[src/lsu_params.svh]
`ifndef LSU_PARAMS_SVH
`define LSU_PARAMS_SVH

// operations offered by the dispatcher per cycle.
`define LSU_DISP_SIZE  2

// reservation station depth.
`define LSU_RV_ENTRIES 4

// physical register count and data width.
`define LSU_PREG_NUM   32
`define LSU_XLEN       32

// the bus carries word addresses only.
`define LSU_ADDR_W     12

// signed immediate carried with each operation.
`define LSU_IMM_W      16

`endif
[src/lsu_mem_pkg.sv]
`include "lsu_params.svh"

package lsu_mem_pkg;

  // signals driven by the master side.
  typedef struct packed {
    logic                   cyc;
    logic                   stb;
    logic                   we;
    logic [`LSU_ADDR_W-1:0] adr;
    logic [`LSU_XLEN-1:0]   dat_w;
    logic [`LSU_XLEN/8-1:0] sel;
  } wb_req_t;

  // signals driven by the slave side.
  typedef struct packed {
    logic                 ack;
    logic [`LSU_XLEN-1:0] dat_r;  // valid in the ack cycle only.
  } wb_rsp_t;

endpackage

[src/lsu_core_pkg.sv]
`include "lsu_params.svh"

package lsu_core_pkg;

  typedef logic [$clog2(`LSU_PREG_NUM)-1:0]   preg_t;
  typedef logic [$clog2(`LSU_RV_ENTRIES)-1:0] rv_idx_t;
  typedef logic signed [`LSU_IMM_W-1:0]       imm_t;

  typedef struct packed {
    logic  is_store;
    preg_t rd;
    preg_t rs1;
    preg_t rs2;
    logic  rs1_ready;  // operand state as seen by the dispatcher.
    logic  rs2_ready;
    imm_t  imm;
  } disp_t;

  typedef struct packed {
    logic    is_store;
    preg_t   rd;
    preg_t   rs1;
    preg_t   rs2;
    imm_t    imm;
    rv_idx_t rv_index;  // entry to release when the bus cycle ends.
  } issue_t;

  // one write bus doubles as register write and wakeup.
  typedef struct packed {
    logic                 valid;
    preg_t                rd;
    logic [`LSU_XLEN-1:0] data;
  } phy_wr_t;

endpackage

[src/lsu_top.sv]
`timescale 1ns/1ps
`include "lsu_params.svh"

module lsu_top (
  input  logic                      i_clk,
  input  logic                      i_rst,
  input  logic [`LSU_DISP_SIZE-1:0] i_disp_valid,
  input  lsu_core_pkg::disp_t       i_disp [`LSU_DISP_SIZE],
  output logic                      o_disp_ready,
  input  lsu_core_pkg::phy_wr_t     i_phy_wr,
  output lsu_mem_pkg::wb_req_t      o_wb,
  input  lsu_mem_pkg::wb_rsp_t      i_wb,
  output lsu_core_pkg::phy_wr_t     o_phy_wr
);
  import lsu_core_pkg::*;

  logic [1:0]                w_pick_valid;
  disp_t                     w_pick_disp [2];
  logic [`LSU_DISP_SIZE-1:0] w_pick_pos [2];
  phy_wr_t                   w_wakeup [2];
  phy_wr_t                   w_ex3_phy_wr;
  logic                      w_issue_valid;
  issue_t                    w_issue;
  logic                      w_issue_stall;
  preg_t                     w_raddr [2];
  logic [`LSU_XLEN-1:0]      w_rdata [2];
  logic                      w_done;
  rv_idx_t                   w_done_index;

  // external bus first, own writeback second.
  assign w_wakeup[0] = i_phy_wr;
  assign w_wakeup[1] = w_ex3_phy_wr;
  assign o_phy_wr    = w_ex3_phy_wr;

  for (genvar p = 0; p < 2; p++) begin : g_pick
    lsu_disp_pick #(.NUM(p)) u_pick (
      .i_valids(i_disp_valid),
      .i_disp  (i_disp),
      .o_valid (w_pick_valid[p]),
      .o_disp  (w_pick_disp[p]),
      .o_pos   (w_pick_pos[p])
    );
  end

  lsu_sched u_sched (
    .i_clk        (i_clk),
    .i_rst        (i_rst),
    .i_in_valid   (w_pick_valid),
    .i_in_disp    (w_pick_disp),
    .i_in_pos     (w_pick_pos),
    .i_wakeup     (w_wakeup),
    .i_issue_stall(w_issue_stall),
    .o_issue_valid(w_issue_valid),
    .o_issue      (w_issue),
    .i_done       (w_done),
    .i_done_index (w_done_index),
    .o_free_ok    (o_disp_ready)
  );

  lsu_regfile u_regfile (
    .i_clk  (i_clk),
    .i_rst  (i_rst),
    .i_raddr(w_raddr),
    .o_rdata(w_rdata),
    .i_wr   (w_wakeup)
  );

  lsu_pipe u_pipe (
    .i_clk        (i_clk),
    .i_rst        (i_rst),
    .i_issue_valid(w_issue_valid),
    .i_issue      (w_issue),
    .o_issue_stall(w_issue_stall),
    .o_raddr      (w_raddr),
    .i_rdata      (w_rdata),
    .o_wb         (o_wb),
    .i_wb         (i_wb),
    .o_ex3_phy_wr (w_ex3_phy_wr),
    .o_done       (w_done),
    .o_done_index (w_done_index)
  );

endmodule

[src/lsu_pipe.sv]
`timescale 1ns/1ps
`include "lsu_params.svh"

module lsu_pipe (
  input  logic                  i_clk,
  input  logic                  i_rst,
  input  logic                  i_issue_valid,
  input  lsu_core_pkg::issue_t  i_issue,
  output logic                  o_issue_stall,
  output lsu_core_pkg::preg_t   o_raddr [2],
  input  logic [`LSU_XLEN-1:0]  i_rdata [2],
  output lsu_mem_pkg::wb_req_t  o_wb,
  input  lsu_mem_pkg::wb_rsp_t  i_wb,
  output lsu_core_pkg::phy_wr_t o_ex3_phy_wr,
  output logic                  o_done,
  output lsu_core_pkg::rv_idx_t o_done_index
);
  import lsu_core_pkg::*;
  import lsu_mem_pkg::*;

  logic                 r_ex1_valid;
  issue_t               r_ex1;
  logic [`LSU_XLEN-1:0] w_ex1_addr;
  logic                 w_ex1_move;
  wb_req_t              r_wb;
  preg_t                r_ex2_rd;
  rv_idx_t              r_ex2_index;
  logic                 w_ex2_ack;
  phy_wr_t              r_ex3_wr;

  assign o_raddr[0] = r_ex1.rs1;  // base.
  assign o_raddr[1] = r_ex1.rs2;  // store data.

  assign w_ex1_addr = i_rdata[0] +
                      {{(`LSU_XLEN-`LSU_IMM_W){r_ex1.imm[`LSU_IMM_W-1]}}, r_ex1.imm};

  // the bus drops cyc for one cycle after ack, so ex1 waits until ex2 is idle.
  assign w_ex1_move    = r_ex1_valid && !r_wb.cyc;
  assign o_issue_stall = r_ex1_valid && r_wb.cyc;
  assign w_ex2_ack     = r_wb.cyc && i_wb.ack;

  always_ff @(posedge i_clk) begin
    if (i_rst) begin
      r_ex1_valid <= 1'b0;
    end else if (i_issue_valid) begin
      r_ex1_valid <= 1'b1;
      r_ex1       <= i_issue;
    end else if (w_ex1_move) begin
      r_ex1_valid <= 1'b0;
    end
  end

  always_ff @(posedge i_clk) begin
    if (i_rst) begin
      r_wb.cyc <= 1'b0;
      r_wb.stb <= 1'b0;
    end else if (w_ex1_move) begin
      r_wb <= '{cyc: 1'b1, stb: 1'b1, we: r_ex1.is_store,
                adr: w_ex1_addr[`LSU_ADDR_W-1:0], dat_w: i_rdata[1], sel: '1};
      r_ex2_rd    <= r_ex1.rd;
      r_ex2_index <= r_ex1.rv_index;
    end else if (w_ex2_ack) begin
      r_wb.cyc <= 1'b0;
      r_wb.stb <= 1'b0;
    end
  end

  always_ff @(posedge i_clk) begin
    if (i_rst) begin
      r_ex3_wr.valid <= 1'b0;
    end else begin
      r_ex3_wr.valid <= w_ex2_ack && !r_wb.we;  // stores end silently.
    end
    r_ex3_wr.rd   <= r_ex2_rd;
    r_ex3_wr.data <= i_wb.dat_r;
  end

  assign o_wb         = r_wb;
  assign o_ex3_phy_wr = r_ex3_wr;
  assign o_done       = w_ex2_ack;
  assign o_done_index = r_ex2_index;

endmodule

[src/lsu_regfile.sv]
`timescale 1ns/1ps
`include "lsu_params.svh"

module lsu_regfile (
  input  logic                  i_clk,
  input  logic                  i_rst,
  input  lsu_core_pkg::preg_t   i_raddr [2],
  output logic [`LSU_XLEN-1:0]  o_rdata [2],
  input  lsu_core_pkg::phy_wr_t i_wr [2]
);

  logic [`LSU_XLEN-1:0] r_regs [`LSU_PREG_NUM];

  // port 1 is the pipe, and its later assignment wins a collision.
  always_ff @(posedge i_clk) begin
    if (i_rst) begin
      for (int i = 0; i < `LSU_PREG_NUM; i++) begin
        r_regs[i] <= '0;
      end
    end else begin
      for (int w = 0; w < 2; w++) begin
        if (i_wr[w].valid) begin
          r_regs[i_wr[w].rd] <= i_wr[w].data;
        end
      end
    end
  end

  // same-cycle writes bypass the array.
  always_comb begin
    for (int p = 0; p < 2; p++) begin
      o_rdata[p] = r_regs[i_raddr[p]];
      for (int w = 0; w < 2; w++) begin
        if (i_wr[w].valid && i_wr[w].rd == i_raddr[p]) begin
          o_rdata[p] = i_wr[w].data;
        end
      end
    end
  end

endmodule

[src/lsu_sched.sv]
`timescale 1ns/1ps
`include "lsu_params.svh"

module lsu_sched (
  input  logic                      i_clk,
  input  logic                      i_rst,
  input  logic [1:0]                i_in_valid,
  input  lsu_core_pkg::disp_t       i_in_disp [2],
  input  logic [`LSU_DISP_SIZE-1:0] i_in_pos [2],
  input  lsu_core_pkg::phy_wr_t     i_wakeup [2],
  input  logic                      i_issue_stall,
  output logic                      o_issue_valid,
  output lsu_core_pkg::issue_t      o_issue,
  input  logic                      i_done,
  input  lsu_core_pkg::rv_idx_t     i_done_index,
  output logic                      o_free_ok
);
  import lsu_core_pkg::*;

  localparam int ENT   = `LSU_RV_ENTRIES;
  localparam int AGE_W = $clog2(`LSU_RV_ENTRIES) + 1;

  // age is the rank among live entries, zero being the oldest.
  typedef struct packed {
    logic             is_store;
    preg_t            rd;
    preg_t            rs1;
    preg_t            rs2;
    logic             rs1_rdy;
    logic             rs2_rdy;
    logic             issued;
    imm_t             imm;
    logic [AGE_W-1:0] age;
  } entry_t;

  logic [ENT-1:0]   r_valid;
  entry_t           r_ent [ENT];
  rv_idx_t          w_alloc_idx [2];
  logic [AGE_W-1:0] w_age_ofs [2];
  logic [AGE_W-1:0] w_live_cnt;
  logic [ENT-1:0]   w_ready;
  logic             w_any_ready;
  rv_idx_t          w_oldest;

  function automatic logic wake_hit(input preg_t r);
    logic hit;
    hit = 1'b0;
    for (int w = 0; w < 2; w++) begin
      hit |= i_wakeup[w].valid && (i_wakeup[w].rd == r);
    end
    return hit;
  endfunction

  assign o_free_ok  = $countones(~r_valid) >= `LSU_DISP_SIZE;
  assign w_live_cnt = AGE_W'($countones(r_valid)) - AGE_W'(i_done);

  always_comb begin
    int unsigned n;
    n = 0;
    w_alloc_idx[0] = '0;
    w_alloc_idx[1] = '0;
    for (int i = 0; i < ENT; i++) begin
      if (!r_valid[i]) begin
        if (n < 2) begin
          w_alloc_idx[n] = rv_idx_t'(i);  // lowest free slots first.
        end
        n++;
      end
    end
    for (int k = 0; k < 2; k++) begin
      w_age_ofs[k] = '0;
      for (int j = 0; j < 2; j++) begin
        if (i_in_valid[j] && i_in_pos[j] < i_in_pos[k]) begin
          w_age_ofs[k] = w_age_ofs[k] + 1'b1;
        end
      end
    end
  end

  always_comb begin
    logic [AGE_W-1:0] best;
    best        = '1;
    w_any_ready = 1'b0;
    w_oldest    = '0;
    for (int i = 0; i < ENT; i++) begin
      // loads never read rs2, so only stores wait for it.
      w_ready[i] = r_valid[i] && !r_ent[i].issued && r_ent[i].rs1_rdy &&
                   (r_ent[i].rs2_rdy || !r_ent[i].is_store);
      if (w_ready[i] && (!w_any_ready || r_ent[i].age < best)) begin
        w_any_ready = 1'b1;
        best        = r_ent[i].age;
        w_oldest    = rv_idx_t'(i);
      end
    end
  end

  assign o_issue_valid = w_any_ready && !i_issue_stall;
  assign o_issue = '{is_store: r_ent[w_oldest].is_store, rd: r_ent[w_oldest].rd,
                     rs1: r_ent[w_oldest].rs1, rs2: r_ent[w_oldest].rs2,
                     imm: r_ent[w_oldest].imm, rv_index: w_oldest};

  always_ff @(posedge i_clk) begin
    if (i_rst) begin
      r_valid <= '0;
    end else begin
      for (int i = 0; i < ENT; i++) begin
        if (r_valid[i]) begin
          if (wake_hit(r_ent[i].rs1)) begin
            r_ent[i].rs1_rdy <= 1'b1;
          end
          if (wake_hit(r_ent[i].rs2)) begin
            r_ent[i].rs2_rdy <= 1'b1;
          end
          if (i_done && r_ent[i].age > r_ent[i_done_index].age) begin
            r_ent[i].age <= r_ent[i].age - 1'b1;  // close the gap left by the freed entry.
          end
        end
      end
      if (o_issue_valid) begin
        r_ent[w_oldest].issued <= 1'b1;
      end
      if (i_done) begin
        r_valid[i_done_index] <= 1'b0;
      end
      for (int k = 0; k < 2; k++) begin
        if (i_in_valid[k] && o_free_ok) begin
          r_valid[w_alloc_idx[k]] <= 1'b1;
          r_ent[w_alloc_idx[k]] <= '{
            is_store: i_in_disp[k].is_store,
            rd:       i_in_disp[k].rd,
            rs1:      i_in_disp[k].rs1,
            rs2:      i_in_disp[k].rs2,
            rs1_rdy:  i_in_disp[k].rs1_ready || wake_hit(i_in_disp[k].rs1),
            rs2_rdy:  i_in_disp[k].rs2_ready || wake_hit(i_in_disp[k].rs2),
            issued:   1'b0,
            imm:      i_in_disp[k].imm,
            age:      w_live_cnt + w_age_ofs[k]
          };
        end
      end
    end
  end

endmodule

[src/lsu_disp_pick.sv]
`timescale 1ns/1ps
`include "lsu_params.svh"

module lsu_disp_pick #(
  parameter int NUM = 0
) (
  input  logic [`LSU_DISP_SIZE-1:0] i_valids,
  input  lsu_core_pkg::disp_t       i_disp [`LSU_DISP_SIZE],
  output logic                      o_valid,
  output lsu_core_pkg::disp_t       o_disp,
  output logic [`LSU_DISP_SIZE-1:0] o_pos
);

  // walk the slots in order and stop at the set bit of rank NUM.
  always_comb begin
    int unsigned cnt;
    cnt     = 0;
    o_valid = 1'b0;
    o_disp  = '0;
    o_pos   = '0;
    for (int i = 0; i < `LSU_DISP_SIZE; i++) begin
      if (i_valids[i]) begin
        if (cnt == NUM && !o_valid) begin
          o_valid  = 1'b1;
          o_disp   = i_disp[i];
          o_pos[i] = 1'b1;  // position keeps slot order for the age stamp.
        end
        cnt++;
      end
    end
  end

endmodule

[config.mk]
export PLATFORM = sky130hd
export DESIGN_NAME = lsu_top
export DESIGN_NICKNAME = d
export VERILOG_FILES = /design/src/lsu_mem_pkg.sv /design/src/lsu_core_pkg.sv /design/src/lsu_top.sv /design/src/lsu_pipe.sv /design/src/lsu_regfile.sv /design/src/lsu_sched.sv /design/src/lsu_disp_pick.sv
export VERILOG_INCLUDE_DIRS = /design/src
export SDC_FILE = /design/constraint.sdc
export NUM_CORES = 2
export LEC_CHECK = 0
export BUFFER_PORTS_ARGS = -buffer_cell sky130_fd_sc_hd__buf_2
export CAP_MARGIN = 20
export CORE_MARGIN = 2
export CORE_UTILIZATION = 30
export DETAILED_ROUTE_END_ITERATION = 12
export GPL_ROUTABILITY_DRIVEN = 0
export PLACE_DENSITY_LB_ADDON = 0.3
export SLEW_MARGIN = 20
export SYNTH_ARGS = -nofsm -noshare
export SYNTH_HDL_FRONTEND = slang
export SYNTH_SLANG_ARGS = --single-unit
[constraint.sdc]
create_clock -name i_clk -period 7.38 [get_ports i_clk]
set_input_delay 1.107 -clock i_clk [delete_from_list [all_inputs] [get_ports i_clk]]
set_output_delay 1.107 -clock i_clk [all_outputs]
set_load 0.02 [all_outputs]
==> summary.md <==
| Metric | Value |
|---|---|
| Chip width | `about 480 µm` |
| CTS root buf | `clkbuf_16` |
| Most frequent cells in the layout | `1230 x edfxtp_1, 1024 x a22o_1, 440 x mux4_2` |
| Seq pwr share | `between 40% and 50%` |
| Reg clk slew, reported paths | `0.07 ns` |
| Endpoints failing hold | `0` |
| Worst slew margin | `between 20% and 30%` |
| Setup ws final | `roughly 1.5 ns` |
| Gr ovfl total | `0` |
| Synth warn | `0` |
| GR Util All Layers | `between 20% and 30%` |
| Endpoints failing setup | `0` |
| CTS max path bufs | `3` |
| Synth Area per Inst | `~14 µm²` |
| Max cap viols | `0` |
| Seq/Total Area, Yosys | `approximately 55%` |
| Post-synth EDFFs | `about 1200` |
| Initial antenna violation count | `15` |
| Die Ht | `484 µm` |
| Crit path cell chain | `and3b_1 -> nand2_1 -> nor2_1 -> ha_1 -> and4_4 -> or2_2 -> mux2_2 -> ha_1 -> a211oi_1 -> inv_1 -> nor2_1 -> a21o_1 -> a21oi_1 -> ha_1 -> a21o_1 -> a311oi_1 -> a211o_1 -> a21oi_2 -> buf_4 -> nand2_1 -> o221ai_2` |
| Top cell type's share of synthesized area | `between 50% and 60%` |
| CTS resizes | `0` |
| Vias per Instance | `6.24` |
| Worst R2R Path Depth | `21` |
| Worst setup path endpoint | `u_pipe.o_raddr[4]` |
| Setup repair bufs after CTS | `0` |
| Share of cells above drive strength 1 | `25.3%` |
| Largest area contributor in the netlist | `edfxtp_1` |
| Minimum clock period | `~5.9 ns` |
| PwrDens | `277 nW/µm²` |
| Pin count of the biggest net entering global routing | `120` |
| CP dominant cell by count | `ha_1` |
| Syn Std Cell Area | `69200 µm²` |
| DRT antenna net count | `0` |
| Pre-CTS WS | `~1.5 ns` |
| Clk sinks | `1288` |
| Drc violations | `0` |
| Worst reg-to-reg setup slack | `between 1 and 1.5 ns` |
| H-tree Lvls | `4` |
| Final Max Tran Viols | `0` |
| Crit path DAT | `6.54 ns` |
| DR WL/cell | `between 30 and 40 µm` |
| Cells after synthesis | `between 4000 and 5000` |
| Maximum VDD drop | `between 0.2 and 0.3 mV` |
| CP max FO | `17` |
| DP HPWL | `between 150000 and 200000 µm` |
| P&R area growth vs syn | `12.9%` |
| HP Class | `register to register` |
| Vias | `49700` |
| Max Fclk | `between 150 and 200 MHz` |
| Cell Rows | `176` |
| Internal power | `between 10 and 15 mW` |
| CTS tree | `built` |
| Gate power share | `approximately 25%` |
| Status | `finished, final reports clean` |
| Nets | `5023` |
| Clock latency on the worst-skew pair | `0.83 ns` |
| RSZ-0062 raised after global routing | `false` |
| Critical-path top delay cell | `a21oi_2` |
| Register bit total from synthesis | `about 1300` |
| Clock Power Share | `roughly a third` |
| Distinct cells, synth | `83` |
| Core Region | `~230000 µm²` |
| Most common library cell in the layout ignoring fill and taps | `edfxtp_1` |
| Drt pass-1 iters | `5` |
| Total negative slack | `0 ns` |
| Fill cells | `22000` |
| # IOs | `about 230` |
| Vias in the first global route | `a little under 50000` |
| Period utilization | `between 80% and 90%` |
| Top post-synthesis cells by area | `edfxtp_1 53%, mux4_2 14%, a22o_1 13%` |
| Critical Path Source | `u_sched.r_valid[0]` |
| Main flop type after synthesis | `edfxtp_1` |
| # placed instances | `about 7700` |
| Initial Util | `a little under a third` |
| CP peak stage delay | `0.64 ns` |
| Switching part of the total | `about a third` |
| CP required | `approximately 8 ns` |
| CP Capture Type | `register` |
| Worst Tran Pin Value | `between 1 and 1.5 ns` |
| Initial DRC count | `approximately 7500` |
| Post-synth ARST share | `0%` |
| Kind of critical path | `register to register` |
| Die Footprint | `approximately 230000 µm²` |
| IO Port Bufs | `between 200 and 250` |
| Post-Layout Cell Count | `7971` |
| RR Startpoint | `u_sched.r_valid[0]` |
| CTS Hold Buffers Added | `0` |
| Reg-to-reg critical path endpoint | `u_pipe.o_raddr[4]` |
| First-pass GRT wire length | `386000 µm` |
| Crit path launch type | `register` |
| Leakage power | `27.6 nW` |
| NetSw | `roughly 6.8 mW` |
| Total CTS buffers | `about 150` |
| Final Skew | `approximately 0.036 ns` |
| Final WL | `about 280000 µm` |
-- worst min path at each step --
stage          cells after the start  slack (ns)                       to               start
6_report                           0        0.34  u_pipe.o_ex3_phy_wr[36]  u_pipe.r_ex2_rd[4]
5_1_grt                            1        0.34  u_pipe.o_ex3_phy_wr[12]            i_wb[12]
2_1_floorplan                      0        0.32  u_pipe.o_ex3_phy_wr[32]  u_pipe.r_ex2_rd[0]
3_3_place_gp                       0        0.32  u_pipe.o_ex3_phy_wr[33]  u_pipe.r_ex2_rd[1]
4_1_cts                            1        0.31  u_pipe.o_ex3_phy_wr[25]            i_wb[25]
3_5_place_dp                       0        0.33  u_pipe.o_ex3_phy_wr[36]  u_pipe.r_ex2_rd[4]
-- power by group through the flow --
stage / clock, mW / combinational (mW) / sequential [mW]
final: 7.33 / 5.34 / 9.02
after CTS: 7.44 / 5.33 / 9.01
after global routing: 7.70 / 5.69 / 9.06
after detailed placement: 0 / 5.32 / 9.16
after global placement: 0 / 5.27 / 9.14
after floorplan: 0 / 3.59 / 9.08
-- per-stage QoR --
stage / utilization, % / area (µm²) / hold WS (ns) / total power [mW]
2_1_floorplan: - / 69200 / 0.323 / 12.7
3_3_place_gp: 32.0 / 73500 / 0.323 / 14.4
3_5_place_dp: 32.0 / 73500 / 0.330 / 14.5
4_1_cts: 34.0 / 78200 / 0.310 / 21.8
5_1_grt: 34.0 / 78200 / 0.344 / 22.4
6_report: 34.0 / 78200 / 0.341 / 21.7
-- cell usage after synthesis, drive strengths merged (14+ instances only) --
cell type  instances
a211o             21
xnor2             55
nand2b            17
ha                49
mux2i             75
clkbuf           474
or3               21
mux4             440
nand3             54
a2bb2oi           38
nor4              21
a22o            1024
xor2              80
buf              220
inv               94
nor3              49
a21o              14
nand2            228
nor2             123
o21ai            151
a21oi             64
o221ai            28
o22ai            121
dfxtp             58
edfxtp          1230
-- logic make-up after synthesis --
logic type               share of synthesized area [%]
flip-flops                                        55.0
XOR/XNOR                                          1.71
buffers and inverters                             4.74
multiplexers                                      15.5
other                                          0.00542
adder cells (fa/ha/maj)                           1.02
AO/OA/AOI/OAI                                     18.0
AND/OR/NAND/NOR                                   4.04
-- flip-flops by register name, summed over array words and instances (netlist names), named ones only --
name / cells
u_regfile.r_regs: 1024
u_sched.r_ent: 136
u_pipe.o_wb: 46
u_pipe.o_ex3_phy_wr: 38
u_pipe.r_ex1: 20
u_pipe.o_raddr: 10
u_pipe.r_ex2_rd: 5
u_sched.r_valid: 4
u_pipe.o_done_index: 2
u_pipe.r_ex1_valid: 1
-- final cells by class --
cell class / count / area [µm²] / area share [%]
multi-input combinational: 2840 / 28300 / 36.3
inverter: 95 / 357 / 0.456
clock buffer: 195 / 4040 / 5.17
clock inverter: 75 / 626 / 0.800
timing repair buffer: 449 / 2920 / 3.74
antenna: 3 / 7.51 / 0.00960
sequential: 1288 / 38100 / 48.7
tap: 3026 / 3790 / 4.84
-- worst max-delay path, delay by kind of cell, from the launching register on --
kind | cells | cell delay (ns)
multiplexers | 1 | 0.39
adder cells (fa/ha/maj) | 3 | 0.91
buffers and inverters | 2 | 0.48
AND/OR/NAND/NOR | 7 | 1.58
flip-flops | 1 | 0.45
AO/OA/AOI/OAI | 8 | 1.89
-- per-layer routing --
metal	routed length, µm	track usage, %	vias up
met4	11800	9.35	12
met3	30900	5.96	621
li1	-	-	19800
met1	109000	30.7	25800
met2	127000	35.9	3463
met5	69	0	-
(Power assumes the default switching activity.)
